$ cat src/rtl/ebusPkg.sv
`default_nettype none

package ebusPkg;

  // Width of one data word on the diagnostic bus
  localparam int ebusDataWidth = 36;

  //////////////////////////////////////////////////
  // Diagnostic function codes as the front end sends them

  typedef enum logic [6:0] {
    stopClock    = 7'o000,
    startClock   = 7'o001,
    burst        = 7'o004,
    clrReset     = 7'o006,
    setReset     = 7'o007,
    ldBurstRh    = 7'o040,
    ldBurstLh    = 7'o041,
    clrBurstRh   = 7'o042,
    clrBurstLh   = 7'o043,
    clrSrcRate   = 7'o044,
    ldSrcRate    = 7'o045,
    clrCramAdrRh = 7'o051,
    clrCramAdrLh = 7'o052,
    ldCramAdrRh  = 7'o053,
    ldCramAdrLh  = 7'o054,
    rdClkStatus  = 7'o100,
    rdCramAdr    = 7'o101
  } tDiagFunc;

  //////////////////////////////////////////////////
  // Request and response payloads

  typedef struct packed {
    tDiagFunc                 func;
    logic [ebusDataWidth-1:0] data;
  } tDiagReq;

  typedef struct packed {
    logic [ebusDataWidth-1:0] data;
    logic                     err;
  } tDiagResp;

endpackage

`default_nettype wire

$ cat src/rtl/clkPkg.sv
`default_nettype none

package clkPkg;

  // Burst counter is built from two equal halves
  localparam int burstHalfWidth = 4;
  localparam int burstWidth     = 2 * burstHalfWidth;

  // CRAM diagnostic address halves
  localparam int cramAdrRhWidth = 6;
  localparam int cramAdrLhWidth = 5;

  // Clock source field and rate divider counter
  localparam int clkSrcWidth = 2;
  localparam int divWidth    = 3;

  // One cycle enable every 2**rate clocks
  typedef logic [1:0] tClkRate;

  typedef enum logic [1:0] {
    clkStopped  = 2'd0,
    clkRunning  = 2'd1,
    clkBursting = 2'd2
  } tClkState;

  typedef struct packed {
    logic                   running;
    logic                   bursting;
    logic                   eboxReset;
    logic [clkSrcWidth-1:0] source;
    tClkRate                rate;
    logic [burstWidth-1:0]  burstCount;
  } tClkStatus;

  typedef struct packed {
    logic [cramAdrLhWidth-1:0] lh;
    logic [cramAdrRhWidth-1:0] rh;
  } tCramDiagAdr;

endpackage

`default_nettype wire

$ cat src/rtl/clkControl.sv
`timescale 1ns/1ps
`default_nettype none

module clkControl (
  input  logic              top0,
  input  logic              rstN,
  input  logic              reqAccept,
  input  ebusPkg::tDiagReq  req,
  output clkPkg::tClkStatus clkStatus,
  output logic              eboxClkEn,
  output logic              eboxReset
);
  import ebusPkg::*;
  import clkPkg::*;

  tClkState               state;
  logic [divWidth-1:0]    divCnt;
  logic [divWidth-1:0]    divMax;
  logic                   divTick;
  logic [clkSrcWidth-1:0] source;
  tClkRate                rate;
  logic [burstWidth-1:0]  burstCnt;
  logic                   cmdStop;
  logic                   cmdStart;
  logic                   cmdBurst;
  logic                   burstWr;
  logic                   burstStep;

  assign cmdStop  = reqAccept && (req.func == stopClock);
  assign cmdStart = reqAccept && (req.func == startClock);
  assign cmdBurst = reqAccept && (req.func == burst);
  assign burstWr  = reqAccept &&
                    (req.func inside {ldBurstRh, ldBurstLh, clrBurstRh, clrBurstLh});

  //////////////////////////////////////////////////
  // Rate divider

  assign divMax    = divWidth'((32'd1 << rate) - 32'd1);
  // >= covers a rate drop while the counter is past the new limit
  assign divTick   = (divCnt >= divMax);
  assign eboxClkEn = (state != clkStopped) && divTick;
  assign burstStep = (state == clkBursting) && eboxClkEn && (burstCnt != '0);

  always_ff @(posedge top0 or negedge rstN) begin
    if (!rstN) begin
      divCnt <= '0;
    end else if (cmdStart || cmdBurst || state == clkStopped || divTick) begin
      divCnt <= '0;
    end else begin
      divCnt <= divCnt + 1'b1;
    end
  end

  //////////////////////////////////////////////////
  // Run / stop / burst FSM

  always_ff @(posedge top0 or negedge rstN) begin
    if (!rstN) begin
      state <= clkStopped;
    end else if (cmdStop) begin
      state <= clkStopped;
    end else if (cmdStart) begin
      state <= clkRunning;
    end else if (cmdBurst) begin
      // Zero count finishes immediately
      state <= (burstCnt == '0) ? clkStopped : clkBursting;
    end else if (state == clkBursting && eboxClkEn && burstCnt <= burstWidth'(1)) begin
      state <= clkStopped;
    end
  end

  // Burst counter halves, counted down by each burst pulse
  always_ff @(posedge top0 or negedge rstN) begin
    if (!rstN) begin
      burstCnt <= '0;
    end else if (burstWr) begin
      case (req.func)
        ldBurstRh:  burstCnt[burstHalfWidth-1:0] <= req.data[burstHalfWidth-1:0];
        ldBurstLh:  burstCnt[burstWidth-1:burstHalfWidth] <= req.data[burstHalfWidth-1:0];
        clrBurstRh: burstCnt[burstHalfWidth-1:0] <= '0;
        default:    burstCnt[burstWidth-1:burstHalfWidth] <= '0;
      endcase
    end else if (burstStep) begin
      burstCnt <= burstCnt - 1'b1;
    end
  end

  // Reset flag, source and rate
  always_ff @(posedge top0 or negedge rstN) begin
    if (!rstN) begin
      eboxReset <= 1'b1;
      source    <= '0;
      rate      <= '0;
    end else if (reqAccept) begin
      case (req.func)
        setReset: eboxReset <= 1'b1;
        clrReset: eboxReset <= 1'b0;
        ldSrcRate: begin
          rate   <= req.data[$bits(tClkRate)-1:0];
          source <= req.data[$bits(tClkRate) +: clkSrcWidth];
        end
        clrSrcRate: begin
          rate   <= '0;
          source <= '0;
        end
        default: ;
      endcase
    end
  end

  always_comb begin
    clkStatus.running    = (state == clkRunning);
    clkStatus.bursting   = (state == clkBursting);
    clkStatus.eboxReset  = eboxReset;
    clkStatus.source     = source;
    clkStatus.rate       = rate;
    clkStatus.burstCount = burstCnt;
  end

endmodule

`default_nettype wire

$ cat src/rtl/crmDiagAddr.sv
`timescale 1ns/1ps
`default_nettype none

module crmDiagAddr (
  input  logic                top0,
  input  logic                rstN,
  input  logic                reqAccept,
  input  ebusPkg::tDiagReq    req,
  output clkPkg::tCramDiagAdr cramAdr
);
  import ebusPkg::*;
  import clkPkg::*;

  logic [cramAdrRhWidth-1:0] adrRh;
  logic [cramAdrLhWidth-1:0] adrLh;

  //////////////////////////////////////////////////
  // Right half

  always_ff @(posedge top0 or negedge rstN) begin
    if (!rstN) begin
      adrRh <= '0;
    end else if (reqAccept) begin
      if (req.func == ldCramAdrRh) begin
        adrRh <= req.data[cramAdrRhWidth-1:0];
      end else if (req.func == clrCramAdrRh) begin
        adrRh <= '0;
      end
    end
  end

  //////////////////////////////////////////////////
  // Left half, also loaded from the low data bits

  always_ff @(posedge top0 or negedge rstN) begin
    if (!rstN) begin
      adrLh <= '0;
    end else if (reqAccept) begin
      if (req.func == ldCramAdrLh) begin
        adrLh <= req.data[cramAdrLhWidth-1:0];
      end else if (req.func == clrCramAdrLh) begin
        adrLh <= '0;
      end
    end
  end

  assign cramAdr.lh = adrLh;
  assign cramAdr.rh = adrRh;

endmodule

`default_nettype wire

$ cat src/rtl/diagResponse.sv
`timescale 1ns/1ps
`default_nettype none

module diagResponse (
  input  logic                top0,
  input  logic                rstN,
  input  logic                reqValid,
  output logic                reqReady,
  input  ebusPkg::tDiagReq    req,
  output logic                reqAccept,
  input  clkPkg::tClkStatus   clkStatus,
  input  clkPkg::tCramDiagAdr cramAdr,
  output logic                respValid,
  input  logic                respReady,
  output ebusPkg::tDiagResp   resp
);
  import ebusPkg::*;

  tDiagResp respNext;

  // Free when empty or when the held response leaves this cycle
  assign reqReady  = !respValid || respReady;
  assign reqAccept = reqValid && reqReady;

  //////////////////////////////////////////////////
  // Response decode

  // Read codes never write, so current state already equals the post-edge view
  always_comb begin
    respNext = '0;
    case (req.func)
      rdClkStatus: respNext.data[$bits(clkStatus)-1:0] = clkStatus;
      rdCramAdr:   respNext.data[$bits(cramAdr)-1:0] = cramAdr;
      stopClock, startClock, burst, clrReset, setReset,
      ldBurstRh, ldBurstLh, clrBurstRh, clrBurstLh,
      clrSrcRate, ldSrcRate,
      clrCramAdrRh, clrCramAdrLh, ldCramAdrRh, ldCramAdrLh: ;
      // Anything else is flagged back to the front end
      default:     respNext.err = 1'b1;
    endcase
  end

  //////////////////////////////////////////////////
  // Single response slot

  always_ff @(posedge top0 or negedge rstN) begin
    if (!rstN) begin
      respValid <= 1'b0;
    end else if (reqAccept) begin
      respValid <= 1'b1;
    end else if (respReady) begin
      respValid <= 1'b0;
    end
  end

  always_ff @(posedge top0 or negedge rstN) begin
    if (!rstN) begin
      resp <= '0;
    end else if (reqAccept) begin
      resp <= respNext;
    end
  end

endmodule

`default_nettype wire

$ cat src/rtl/clkDiag.sv
`timescale 1ns/1ps
`default_nettype none

module clkDiag (
  input  logic              top0,
  input  logic              rstN,
  input  logic              reqValid,
  output logic              reqReady,
  input  ebusPkg::tDiagReq  req,
  output logic              respValid,
  input  logic              respReady,
  output ebusPkg::tDiagResp resp,
  output logic              eboxClkEn,
  output logic              eboxReset
);
  import clkPkg::*;

  logic        reqAccept;
  tClkStatus   clkStatus;
  tCramDiagAdr cramAdr;

  // Clock run control and its registers
  clkControl clkControl0 (
    .top0      (top0),
    .rstN      (rstN),
    .reqAccept (reqAccept),
    .req       (req),
    .clkStatus (clkStatus),
    .eboxClkEn (eboxClkEn),
    .eboxReset (eboxReset)
  );

  crmDiagAddr crmDiagAddr0 (
    .top0      (top0),
    .rstN      (rstN),
    .reqAccept (reqAccept),
    .req       (req),
    .cramAdr   (cramAdr)
  );

  // Owns the handshake on both channels
  diagResponse diagResponse0 (
    .top0      (top0),
    .rstN      (rstN),
    .reqValid  (reqValid),
    .reqReady  (reqReady),
    .req       (req),
    .reqAccept (reqAccept),
    .clkStatus (clkStatus),
    .cramAdr   (cramAdr),
    .respValid (respValid),
    .respReady (respReady),
    .resp      (resp)
  );

endmodule

`default_nettype wire

$ cat config.mk
export PLATFORM = sky130hd
export DESIGN_NAME = clkDiag
export DESIGN_NICKNAME = d
export VERILOG_FILES = /design/src/rtl/ebusPkg.sv /design/src/rtl/clkPkg.sv /design/src/rtl/clkControl.sv /design/src/rtl/crmDiagAddr.sv /design/src/rtl/diagResponse.sv /design/src/rtl/clkDiag.sv
export SDC_FILE = /design/constraint.sdc
export NUM_CORES = 1
export LEC_CHECK = 0
export ABC_CLOCK_PERIOD_IN_PS = 4700
export CAP_MARGIN = 0
export CORE_UTILIZATION = 63
export DETAILED_ROUTE_END_ITERATION = 12
export DONT_BUFFER_PORTS = 1
export PLACE_DENSITY = 0.76
export SLEW_MARGIN = 10
export SYNTH_ARGS = -nofsm -noshare
export SYNTH_HDL_FRONTEND = slang
export SYNTH_SLANG_ARGS = --single-unit
export TNS_END_PERCENT = 100
$ cat constraint.sdc
create_clock -name top0 -period 4.7 [get_ports top0]
set_clock_uncertainty 0.05 [all_clocks]
set_input_delay 0.47 -clock top0 [delete_from_list [all_inputs] [get_ports top0]]
set_output_delay 0.47 -clock top0 [all_outputs]
set_load 0.02 [all_outputs]
* After elaboration in Yosys (flattened, before gate mapping)
Cells that the tools add are included.
Storage, ports and cells: logic and storage cells 95, bits in registers 46, output and inout bits 41
Operators by class: multiplexer cells 22, add/sub/neg operators 3, order comparisons 2, reduce and logical (&&, ||, !) cells 35, equality and inequality tests 20, shifts and indexed selects 1
Operators by type and width (count):
- 7-bit by 6-bit == test with 1-bit output, second input constant | 10
- 11-bit case mux with 2 select lines | 1
- 7-bit by 3-bit == test with 1-bit output, second input constant | 3
- 17-bit OR reduction | 1
- 8-bit two-way mux | 2
- 4-bit case mux with 2 select lines | 2
- 7-bit == test, second input constant | 2
- 2-bit nonzero test | 7
- 6-bit two-way mux | 2
- 2-bit AND reduction | 6
- 2-bit two-way mux | 5
- 5-bit two-way mux | 2
- 1-bit logical AND | 9
- 8-bit by 1-bit <= comparator with 1-bit output, second input constant | 1
- 8-bit logical NOT | 1
- 2-bit case mux with 2 select lines | 2
- 4-bit nonzero test | 2
- 8-bit nonzero test | 1
- 8-bit by 1-bit subtractor with 8-bit output, second input constant | 1
- 7-bit by 1-bit == test with 1-bit output, second input constant | 1
- 7-bit logical NOT | 1
- 1-bit logical OR | 4
- 4-bit two-way mux | 1
- 3-bit by 1-bit adder with 3-bit output, second input constant | 1
- 13 further kinds | 15

* Depth between registers and ports, before layout
Gate-level depths: netlist of the first run.
depth after elaboration 10, depth in mapped cells 7, gate-level depth less buffers 7

* Cells and area by module
Synthesis of the first run repeated with hierarchy kept, for this count alone.
Unflattened totals: cell total of the unflattened synthesis 289, area total of the unflattened synthesis 2796.4 µm²
Modules (own cells, without submodules):
- clkControl | cells each 131, sequential area each 451.7 µm², area each 1193.6 µm², times used 1
- diagResponse | cells each 107, sequential area each 425.4 µm², area each 1042.2 µm², times used 1
- crmDiagAddr | cells each 51, sequential area each 275.3 µm², area each 560.5 µm², times used 1

* Worst setup path after synthesis of the first run
Ideal clock, no wire load.
kind reg2reg, start point register clkControl0.rate[1], end point register clkControl0.burstCnt[3], buffers on the path 0, stages on the path, launching flop included 8, slack 2595 ps, data arrival time 1930 ps, setup time 125 ps, data required time 4525 ps, cells stage by stage dfrtp_1 -> or2_2 -> ha_1 -> nor2b_1 -> o21ai_0 -> and3_1 -> nor2_1 -> mux2_2
On the way: cells in the longest elaborated chain, start to end 8
RTL lines:
- start, declared | RTL line clkControl.sv:21 | tClkRate rate;
- start signal, assigned | RTL line clkControl.sv:99 | rate <= req.data[$bits(tClkRate)-1:0];
- 1-bit by 2-bit left shift with 3-bit output | RTL line clkControl.sv:38 | assign divMax = divWidth'((32'd1 << rate) - 32'd1);
- 3-bit by 1-bit subtractor with 3-bit output | RTL line clkControl.sv:38
- 3-bit greater-or-equal comparator | RTL line clkControl.sv:40 | assign divTick = (divCnt >= divMax);
- 1-bit logical AND | RTL line clkControl.sv:41 | assign eboxClkEn = (state != clkStopped) && divTick;
- 1-bit logical AND (2 in series) | RTL line clkControl.sv:42 | assign burstStep = (state == clkBursting) && eboxClkEn && (burstCnt != '0);
- 2-bit nonzero test (no line)
- 2-bit AND reduction (no line)
- end signal, assigned by index | RTL line clkControl.sv:78 | ldBurstRh: burstCnt[burstHalfWidth-1:0] <= req.data[burstHalfWidth-1:0];
- end signal, assigned by index | RTL line clkControl.sv:79 | ldBurstLh: burstCnt[burstWidth-1:burstHalfWidth] <= req.data[burstHalfWidth-1:0];
- end signal, assigned | RTL line clkControl.sv:84 | burstCnt <= burstCnt - 1'b1;
- end, declared | RTL line clkControl.sv:22 | logic [burstWidth-1:0] burstCnt;
Every way passes these cells. A chain may end at the register's enable or synchronous reset.

* Final worst setup path of the first run
start point register diagResponse0.respValid, end point register clkControl0.burstCnt[3]
On the way: cells in the longest elaborated chain, start to end 6, elaborated cells on any way between the ends 8
RTL lines:
- start, declared | RTL line diagResponse.sv:13 | output logic respValid,
- start signal, assigned | RTL line diagResponse.sv:48 | respValid <= 1'b0;
- start signal, assigned | RTL line diagResponse.sv:50 | respValid <= 1'b1;
- start signal, assigned | RTL line diagResponse.sv:52 | respValid <= 1'b0;
- 1-bit logical NOT (*) | RTL line diagResponse.sv:22 | assign reqReady = !respValid || respReady;
- 1-bit logical OR (*) | RTL line diagResponse.sv:22
- via reqReady | RTL line clkDiag.sv:8 | output logic reqReady,
- 1-bit logical AND (*) | RTL line diagResponse.sv:23 | assign reqAccept = reqValid && reqReady;
- 1-bit logical AND (*) | RTL line clkControl.sv:32 | assign burstWr = reqAccept &&
- 3-bit != test (no line) / 2-bit nonzero test (equally long branches)
- 2-bit AND reduction (no line)
Mark *: on every way through the listed nets, which the timed path passes. The rest lies on a longest branch.

==> metrics.yaml, run 1 <==
outcome:
  status: "finished clean"
yosys:
  yosysMostFrequentCell: "nand2_1"
  yosys-top-cells-count: "nand2_1, dfrtp_1, o21ai_0"
  ys_ff_latch: 46
  synth_top_area_share_pct: 42.4
  synth_area_um2: 2650
  synthTopCellsByArea: "dfrtp_1, nand2_1, buf_4, o21ai_0, a22oi_1"
  ys_seq_area_share_pct: 43.4
  syn_inst: 293
  ys_types: 53
  avgSynthCellArea_um2: 9.06
  synth_edf_count: 0
  yosys_warnings: 0
  yosysTopAreaCell: "dfrtp_1"
  synth_flop_cell: "dfrtp_1"
  async_flop_share_pct: 100
pwr:
  p_comb_share_pct: 16.0
  p_int_uw: 662
  power_leakage_uw: 0.00114
  powerDensity_nw_per_um2: 345
  p_switching_uw: 281
  pwr-share-clk_pct: 32.7
  sw_frac_of_total_pct: 29.8
  vdd_drop_max_mv: 0.237
  seqPwrFrac_pct: 51.3
routing:
  ant_nets: 0
  drc: 0
  drt_wl_total_um: 5960
  drt-wirelength-per-cell_um: 17.6
  first_pass_iters: 5
  num_vias: 2079
  viasPerCell: 6.13
  drt_iter0_markers: 118
grt:
  grt_usage_pct: 29.7
  overflow: 0
  grt_pass1_vias: 1970
  grt_pass1_wl_um: 9630
  grt_max_degree: 47
  antenna_found_initial: 0
worst_setup_path:
  cp_slowest_cell: "nand4_1"
  worstPathCellList: "nand2b_1 > nand4_1 > and3_1 > nor2_1 > mux2_2"
  critPathMaxStageDelay_ps: 650
  crit_arrival_ps: 2770
  end_kind: "register"
  critPathMaxFanout: 17
  critPathKind: "register to register"
  startpoint_type: "register"
  cp_data_required_time_ps: 4840
clock_tree:
  cts_setup_buffers: 0
  cts_buffers: 5
  clockBufferDepth: 2
  clkSlewWorstSetupHoldPaths_ps: 80
  clock_sinks: 46
  htreeDepth: 2
  clk-insertion-delay-late_ps: 300
  cts-hold-fix-buffers: 2
  cts_root_buffer: "clkbuf_8"
  cts_tree: "done"
  cts_resized: 0
timing:
  final.setup.tns_ps: 0
  timing.fmax_mhz: 380
  tightest_slew_ps: 857
  period_needed_ps: 2630
  hold_violations: 0
  holdWs_ps: 215
  setup_violations: 0
  rsz0062_at_grt: "false"
  relSlewSlack_pct: 42.6
  slew_violations: 0
  timing.final.crit_share_pct: 55.9
run:
  drv_cap: 0
die:
  num_rows: 23
  chipWidth_um: 66.9
  die_y_um: 66.9
  core_um2: 4030
  dieArea_um2: 4480
  ioPinCount: 88
  initial_core_util_pct: 65.9
layout:
  drive_above_1_share_pct: 6.23
  fin_nets: 341
  area_delta_synth_final_pct: 2.88
  diodes: 0
worst_hold_path:
  holdCritPathClass: "input port to register"
placed_design:
  gp_congestion: 0.957
  io_buffers: 0
  dp_hpwl_um: 4140
## power by group through the flow
stage,clock (uW),combinational [uW],sequential (uW)
finish,308,151,484
global route,326,170,490
CTS,309,151,484
detailed placement,0,139,492
global placement,0,134,491
floorplan,0,147,470
## placed cells by master, fill, tap and decap left out, types with 3 or more instances in the layout
cell and instances:
a22o_1 4, clkbuf_8 6, nand2b_1 7, conb_1 21, or3_1 4, nor3b_1 3, a21o_1 6, dfrtp_1 45
a21oi_1 12, a221oi_1 3, a22oi_1 11, nor2_1 18, ha_1 6, a32o_1 5, inv_1 9, nand3_1 4
nand2_1 48, o21ai_0 27, nor3_1 5
## per-layer routing
layer  GRT usage (%)  share of wire (%)
met1            37.9                 42
met5               0                  0
met2            48.6                 48
met4            9.57                1.4
met3            7.88                8.0
## path summary, 6_finish.rpt
path                       slack, ps               startpoint  depth (start not counted)                       to
min in group asynchronous        640                     rstN                          2      clkControl0.rate[0]
hold reg to reg                  420    clkControl0.divCnt[0]                          1    clkControl0.divCnt[0]
setup reg to reg                2070  diagResponse0.respValid                          5  clkControl0.burstCnt[3]
max in group asynchronous       3700                     rstN                          2    clkControl0.eboxReset
setup / recovery                2070  diagResponse0.respValid                          5  clkControl0.burstCnt[3]
hold / removal                   210                  req[36]                          1     clkControl0.state[1]
## sequential cells by signal, summed over array words and instances (netlist names)
register                 flops
diagResponse0.respValid      1
clkControl0.eboxReset        1
crmDiagAddr0.adrLh           5
diagResponse0.resp          16
clkControl0.divCnt           3
clkControl0.rate             2
crmDiagAddr0.adrRh           6
clkControl0.burstCnt         8
clkControl0.state            2
clkControl0.source           2
## critical path: cells and delay by family, from the launching register on
kind | cells | cell delay (ps)
AND/OR/NAND/NOR | 4 | 1650
multiplexers | 1 | 360
flip-flops | 1 | 460
## final cells by class
type                       instances  area, um2
sequential                        46       1150
timing repair buffer               3       45.0
multi-input combinational        223       1320
inverter                           9       33.8
clock buffer                       7       86.3
tap                               50       62.6
fill                             344       1300
clock inverter                     1       30.0
## per-stage QoR
step	cells	setup slack (ps)	total power, uW	cell area (um2)	util (%)
2_1_floorplan	313	2600	617	2730	-
3_3_place_gp	329	2120	625	2580	63.9
4_1_cts	339	2090	944	2730	67.8
5_1_grt	339	1850	986	2730	67.8
6_report	339	2070	943	2730	67.8
3_5_place_dp	329	2090	630	2580	63.9
## logic make-up (layout without fill, tap and decap cells)
logic type | count (synthesis) | in the layout | share of synthesized area [%]
buf+inv | 44 | 20 | 9.67
fa+ha+maj | 6 | 6 | 2.83
xor+xnor | 4 | 4 | 1.32
flops | 46 | 46 | 43.4
other cells | 1 | 21 | 0.141
compound gates | 83 | 83 | 21.5
simple gates | 106 | 106 | 19.9
mux | 3 | 3 | 1.23
No activity file was read; power rests on OpenSTA's default activity.
==> run 2: changes to the inputs <==
--- a/config.mk
+++ b/config.mk
@@ -5,7 +5,8 @@
 export SDC_FILE = /design/constraint.sdc
 export NUM_CORES = 1
 export LEC_CHECK = 0
-export ABC_CLOCK_PERIOD_IN_PS = 4700
+export ABC_AREA = 1
+export ABC_CLOCK_PERIOD_IN_PS = 2700
 export CAP_MARGIN = 0
 export CORE_UTILIZATION = 63
 export DETAILED_ROUTE_END_ITERATION = 12
==> constraint.sdc (replaced) <==
create_clock -name top0 -period 2.7 [get_ports top0]
set_clock_uncertainty 0.05 [all_clocks]
set_input_delay 0.27 -clock top0 [delete_from_list [all_inputs] [get_ports top0]]
set_output_delay 0.27 -clock top0 [all_outputs]
set_load 0.02 [all_outputs]
==> run 2 against run 1 <==
Net effect: worst hold slack worse by 160 ps; first-iteration DRC count rose by 64%; flip-flop and latch count is the same; routed wire length rose by 3.0%; cell count is 28% higher; area after synthesis increased by 7.6%; sequential share of layout area down 3.7 points; largest cell class unchanged.
==> metrics.yaml, run 2 <==
outcome:
  status: "finished clean"
timing:
  slew_violations: 0
  timing.fmax_mhz: 485
  period_needed_ps: 2060
  rsz0062_at_grt: "false"
  worst_slack_ps: 640
  hold_violations: 0
  timing.final.crit_share_pct: 76.3
  setup_violations: 0
  final.setup.tns_ps: 0
grt:
  grt_max_degree: 47
  grt_usage_pct: 27.0
  grt_pass1_vias: 2186
  antenna_found_initial: 0
  overflow: 0
  grt_pass1_wl_um: 10200
routing:
  drt_iter0_markers: 194
  first_pass_iters: 4
  drc: 0
  drt-wirelength-per-cell_um: 14.1
  ant_nets: 0
  drt_wl_total_um: 6140
  num_vias: 2385
  viasPerCell: 5.48
pwr:
  power_leakage_uw: 0.00161
  powerDensity_nw_per_um2: 632
  power_uw: 1890
  vdd_drop_max_mv: 0.334
clock_tree:
  cts_root_buffer: "clkbuf_8"
  clk-insertion-delay-late_ps: 300
  cts_tree: "done"
  clkSlewWorstSetupHoldPaths_ps: 80
  htreeDepth: 2
  cts_resized: 0
  clock_sinks: 46
  cts_setup_buffers: 0
  cts_buffers: 5
  cts-hold-fix-buffers: 2
  clockBufferDepth: 2
yosys:
  synth_xor_area_share_pct: 0.613
  synth_top_family_by_area: "simple AND/OR/NAND/NOR gates"
  synth_fa_ha_area_share_pct: 2.63
  synth-compound-area-share_pct: 10.0
  yosysTopAreaCell: "dfrtp_1"
  yosys_warnings: 0
  synth.area.mux_share_pct: 0
  yosysMostFrequentCell: "nand2_1"
  synth_top_area_share_pct: 39.4
  synthSimpleGateAreaFrac_pct: 33.0
  ys_types: 32
  synth_area_um2: 2860
  synth_edf_count: 0
  ys_ff_latch: 46
  avgSynthCellArea_um2: 7.55
  ys_seq_area_share_pct: 40.4
  synth_flop_cell: "dfrtp_1"
  yosys-top-cells-count: "nand2_1, dfrtp_1, inv_1"
  syn_inst: 378
  synthTopCellsByArea: "dfrtp_1, nand2_1, buf_4, inv_1, nand3_1"
  async_flop_share_pct: 100
layout:
  top_register: "diagResponse0.resp"
  diodes: 0
  reg.largest.list: "diagResponse0.resp x16, clkControl0.burstCnt x8, crmDiagAddr0.adrRh x6"
  area_delta_synth_final_pct: 4.69
  fin_nets: 435
  largest_register_ffs: 16
  drive_above_1_share_pct: 11.2
  final_common_cell: "nand2_1"
  layout_common_cells: "nand2_1, dfrtp_1, inv_1, nor2_1, nand3_1"
worst_setup_path:
  cp_data_required_time_ps: 2380
  startpoint_type: "register"
  regToRegSetupSlack_ps: 900
  critPathKind: "register to output pin"
  r2r_end: "clkControl0.divCnt[0]"
  worstRegToRegCells: 5
  critPathMaxFanout: 4
  end_kind: "output pin"
  crit_arrival_ps: 1740
  timing.rr.start: "diagResponse0.respValid"
die:
  initial_core_util_pct: 65.6
  num_rows: 24
  ioPinCount: 88
  chipWidth_um: 69.3
  dieArea_um2: 4810
  die_y_um: 69.3
  core_um2: 4350
run:
  drv_cap: 0
worst_hold_path:
  worstHoldEndpoint: "clkControl0.source[1]"
  holdCritPathClass: "input port to register"
  hold_start: "req[36]"
  hold_path_depth: 2
placed_design:
  dpl_worst_slack_ps: 911
  dp_hpwl_um: 4610
  gp_congestion: 0.953
  io_buffers: 0
[run 2: how the worst max path moves through the flow]
| stage | startpoint | slack (ps) | endpoint |
|---|---|---|---|
| detailed placement | diagResponse0.respValid | 910 | clkControl0.divCnt[2] |
| global route | clkControl0.rate[1] | 540 | eboxClkEn |
| finish | clkControl0.rate[1] | 640 | eboxClkEn |
| floorplan | clkControl0.rate[1] | 1110 | eboxClkEn |
| CTS | clkControl0.rate[1] | 640 | eboxClkEn |
| global placement | diagResponse0.respValid | 930 | clkControl0.divCnt[2] |
[run 2: critical path, stage by stage (launching register included)]
cell and delay (ps):
dfrtp_1 390, inv_1 130, nand2_1 70, ha_1 270, inv_1 30, nand2_1 40, nand2_1 100, a21oi_1 410
[run 2: logic make-up after synthesis]
kind of cell / after synthesis
AO/OA/AOI/OAI: 42
other: 1
buffers and inverters: 73
flip-flops: 46
adder cells (fa/ha/maj): 6
AND/OR/NAND/NOR: 208
XOR/XNOR: 2
[run 2: final cells by class]
cell class	instances	area, um2
flip-flops and latches	46	1150
inverters	46	178
repair buffers	4	52.6
clock inverters	2	60.1
clock buffers	6	82.6
well taps	52	65.1
fillers	385	1370
multi-input cells	279	1400
[run 2: power by group]
group          leakage [uW]  switching, uW  internal [uW]
combinational      0.000944            304            142
sequential         0.000592           55.6            756
clock             0.0000714            237            395
total               0.00161            596           1290
[run 2: through the flow]
step           utilization, %  instances  hold slack (ps)  cell area, um2
3_5_place_dp             64.5        425            -74.7            2810
6_report                 68.6        435             58.0            2990
3_3_place_gp             64.5        425            -74.6            2810
2_1_floorplan               -        398            -75.6            2930
5_1_grt                  68.6        435             64.7            2990
4_1_cts                  68.6        435             57.8            2990
[run 2: per-layer routing]
layer | vias up | routed length, um | track usage (%)
met5 | - | 0 | 0
met4 | 0 | 83 | 7.48
met3 | 9 | 378 | 5.09
met2 | 90 | 2850 | 42.9
met1 | 1115 | 2830 | 37.9
li1 | 1171 | - | -
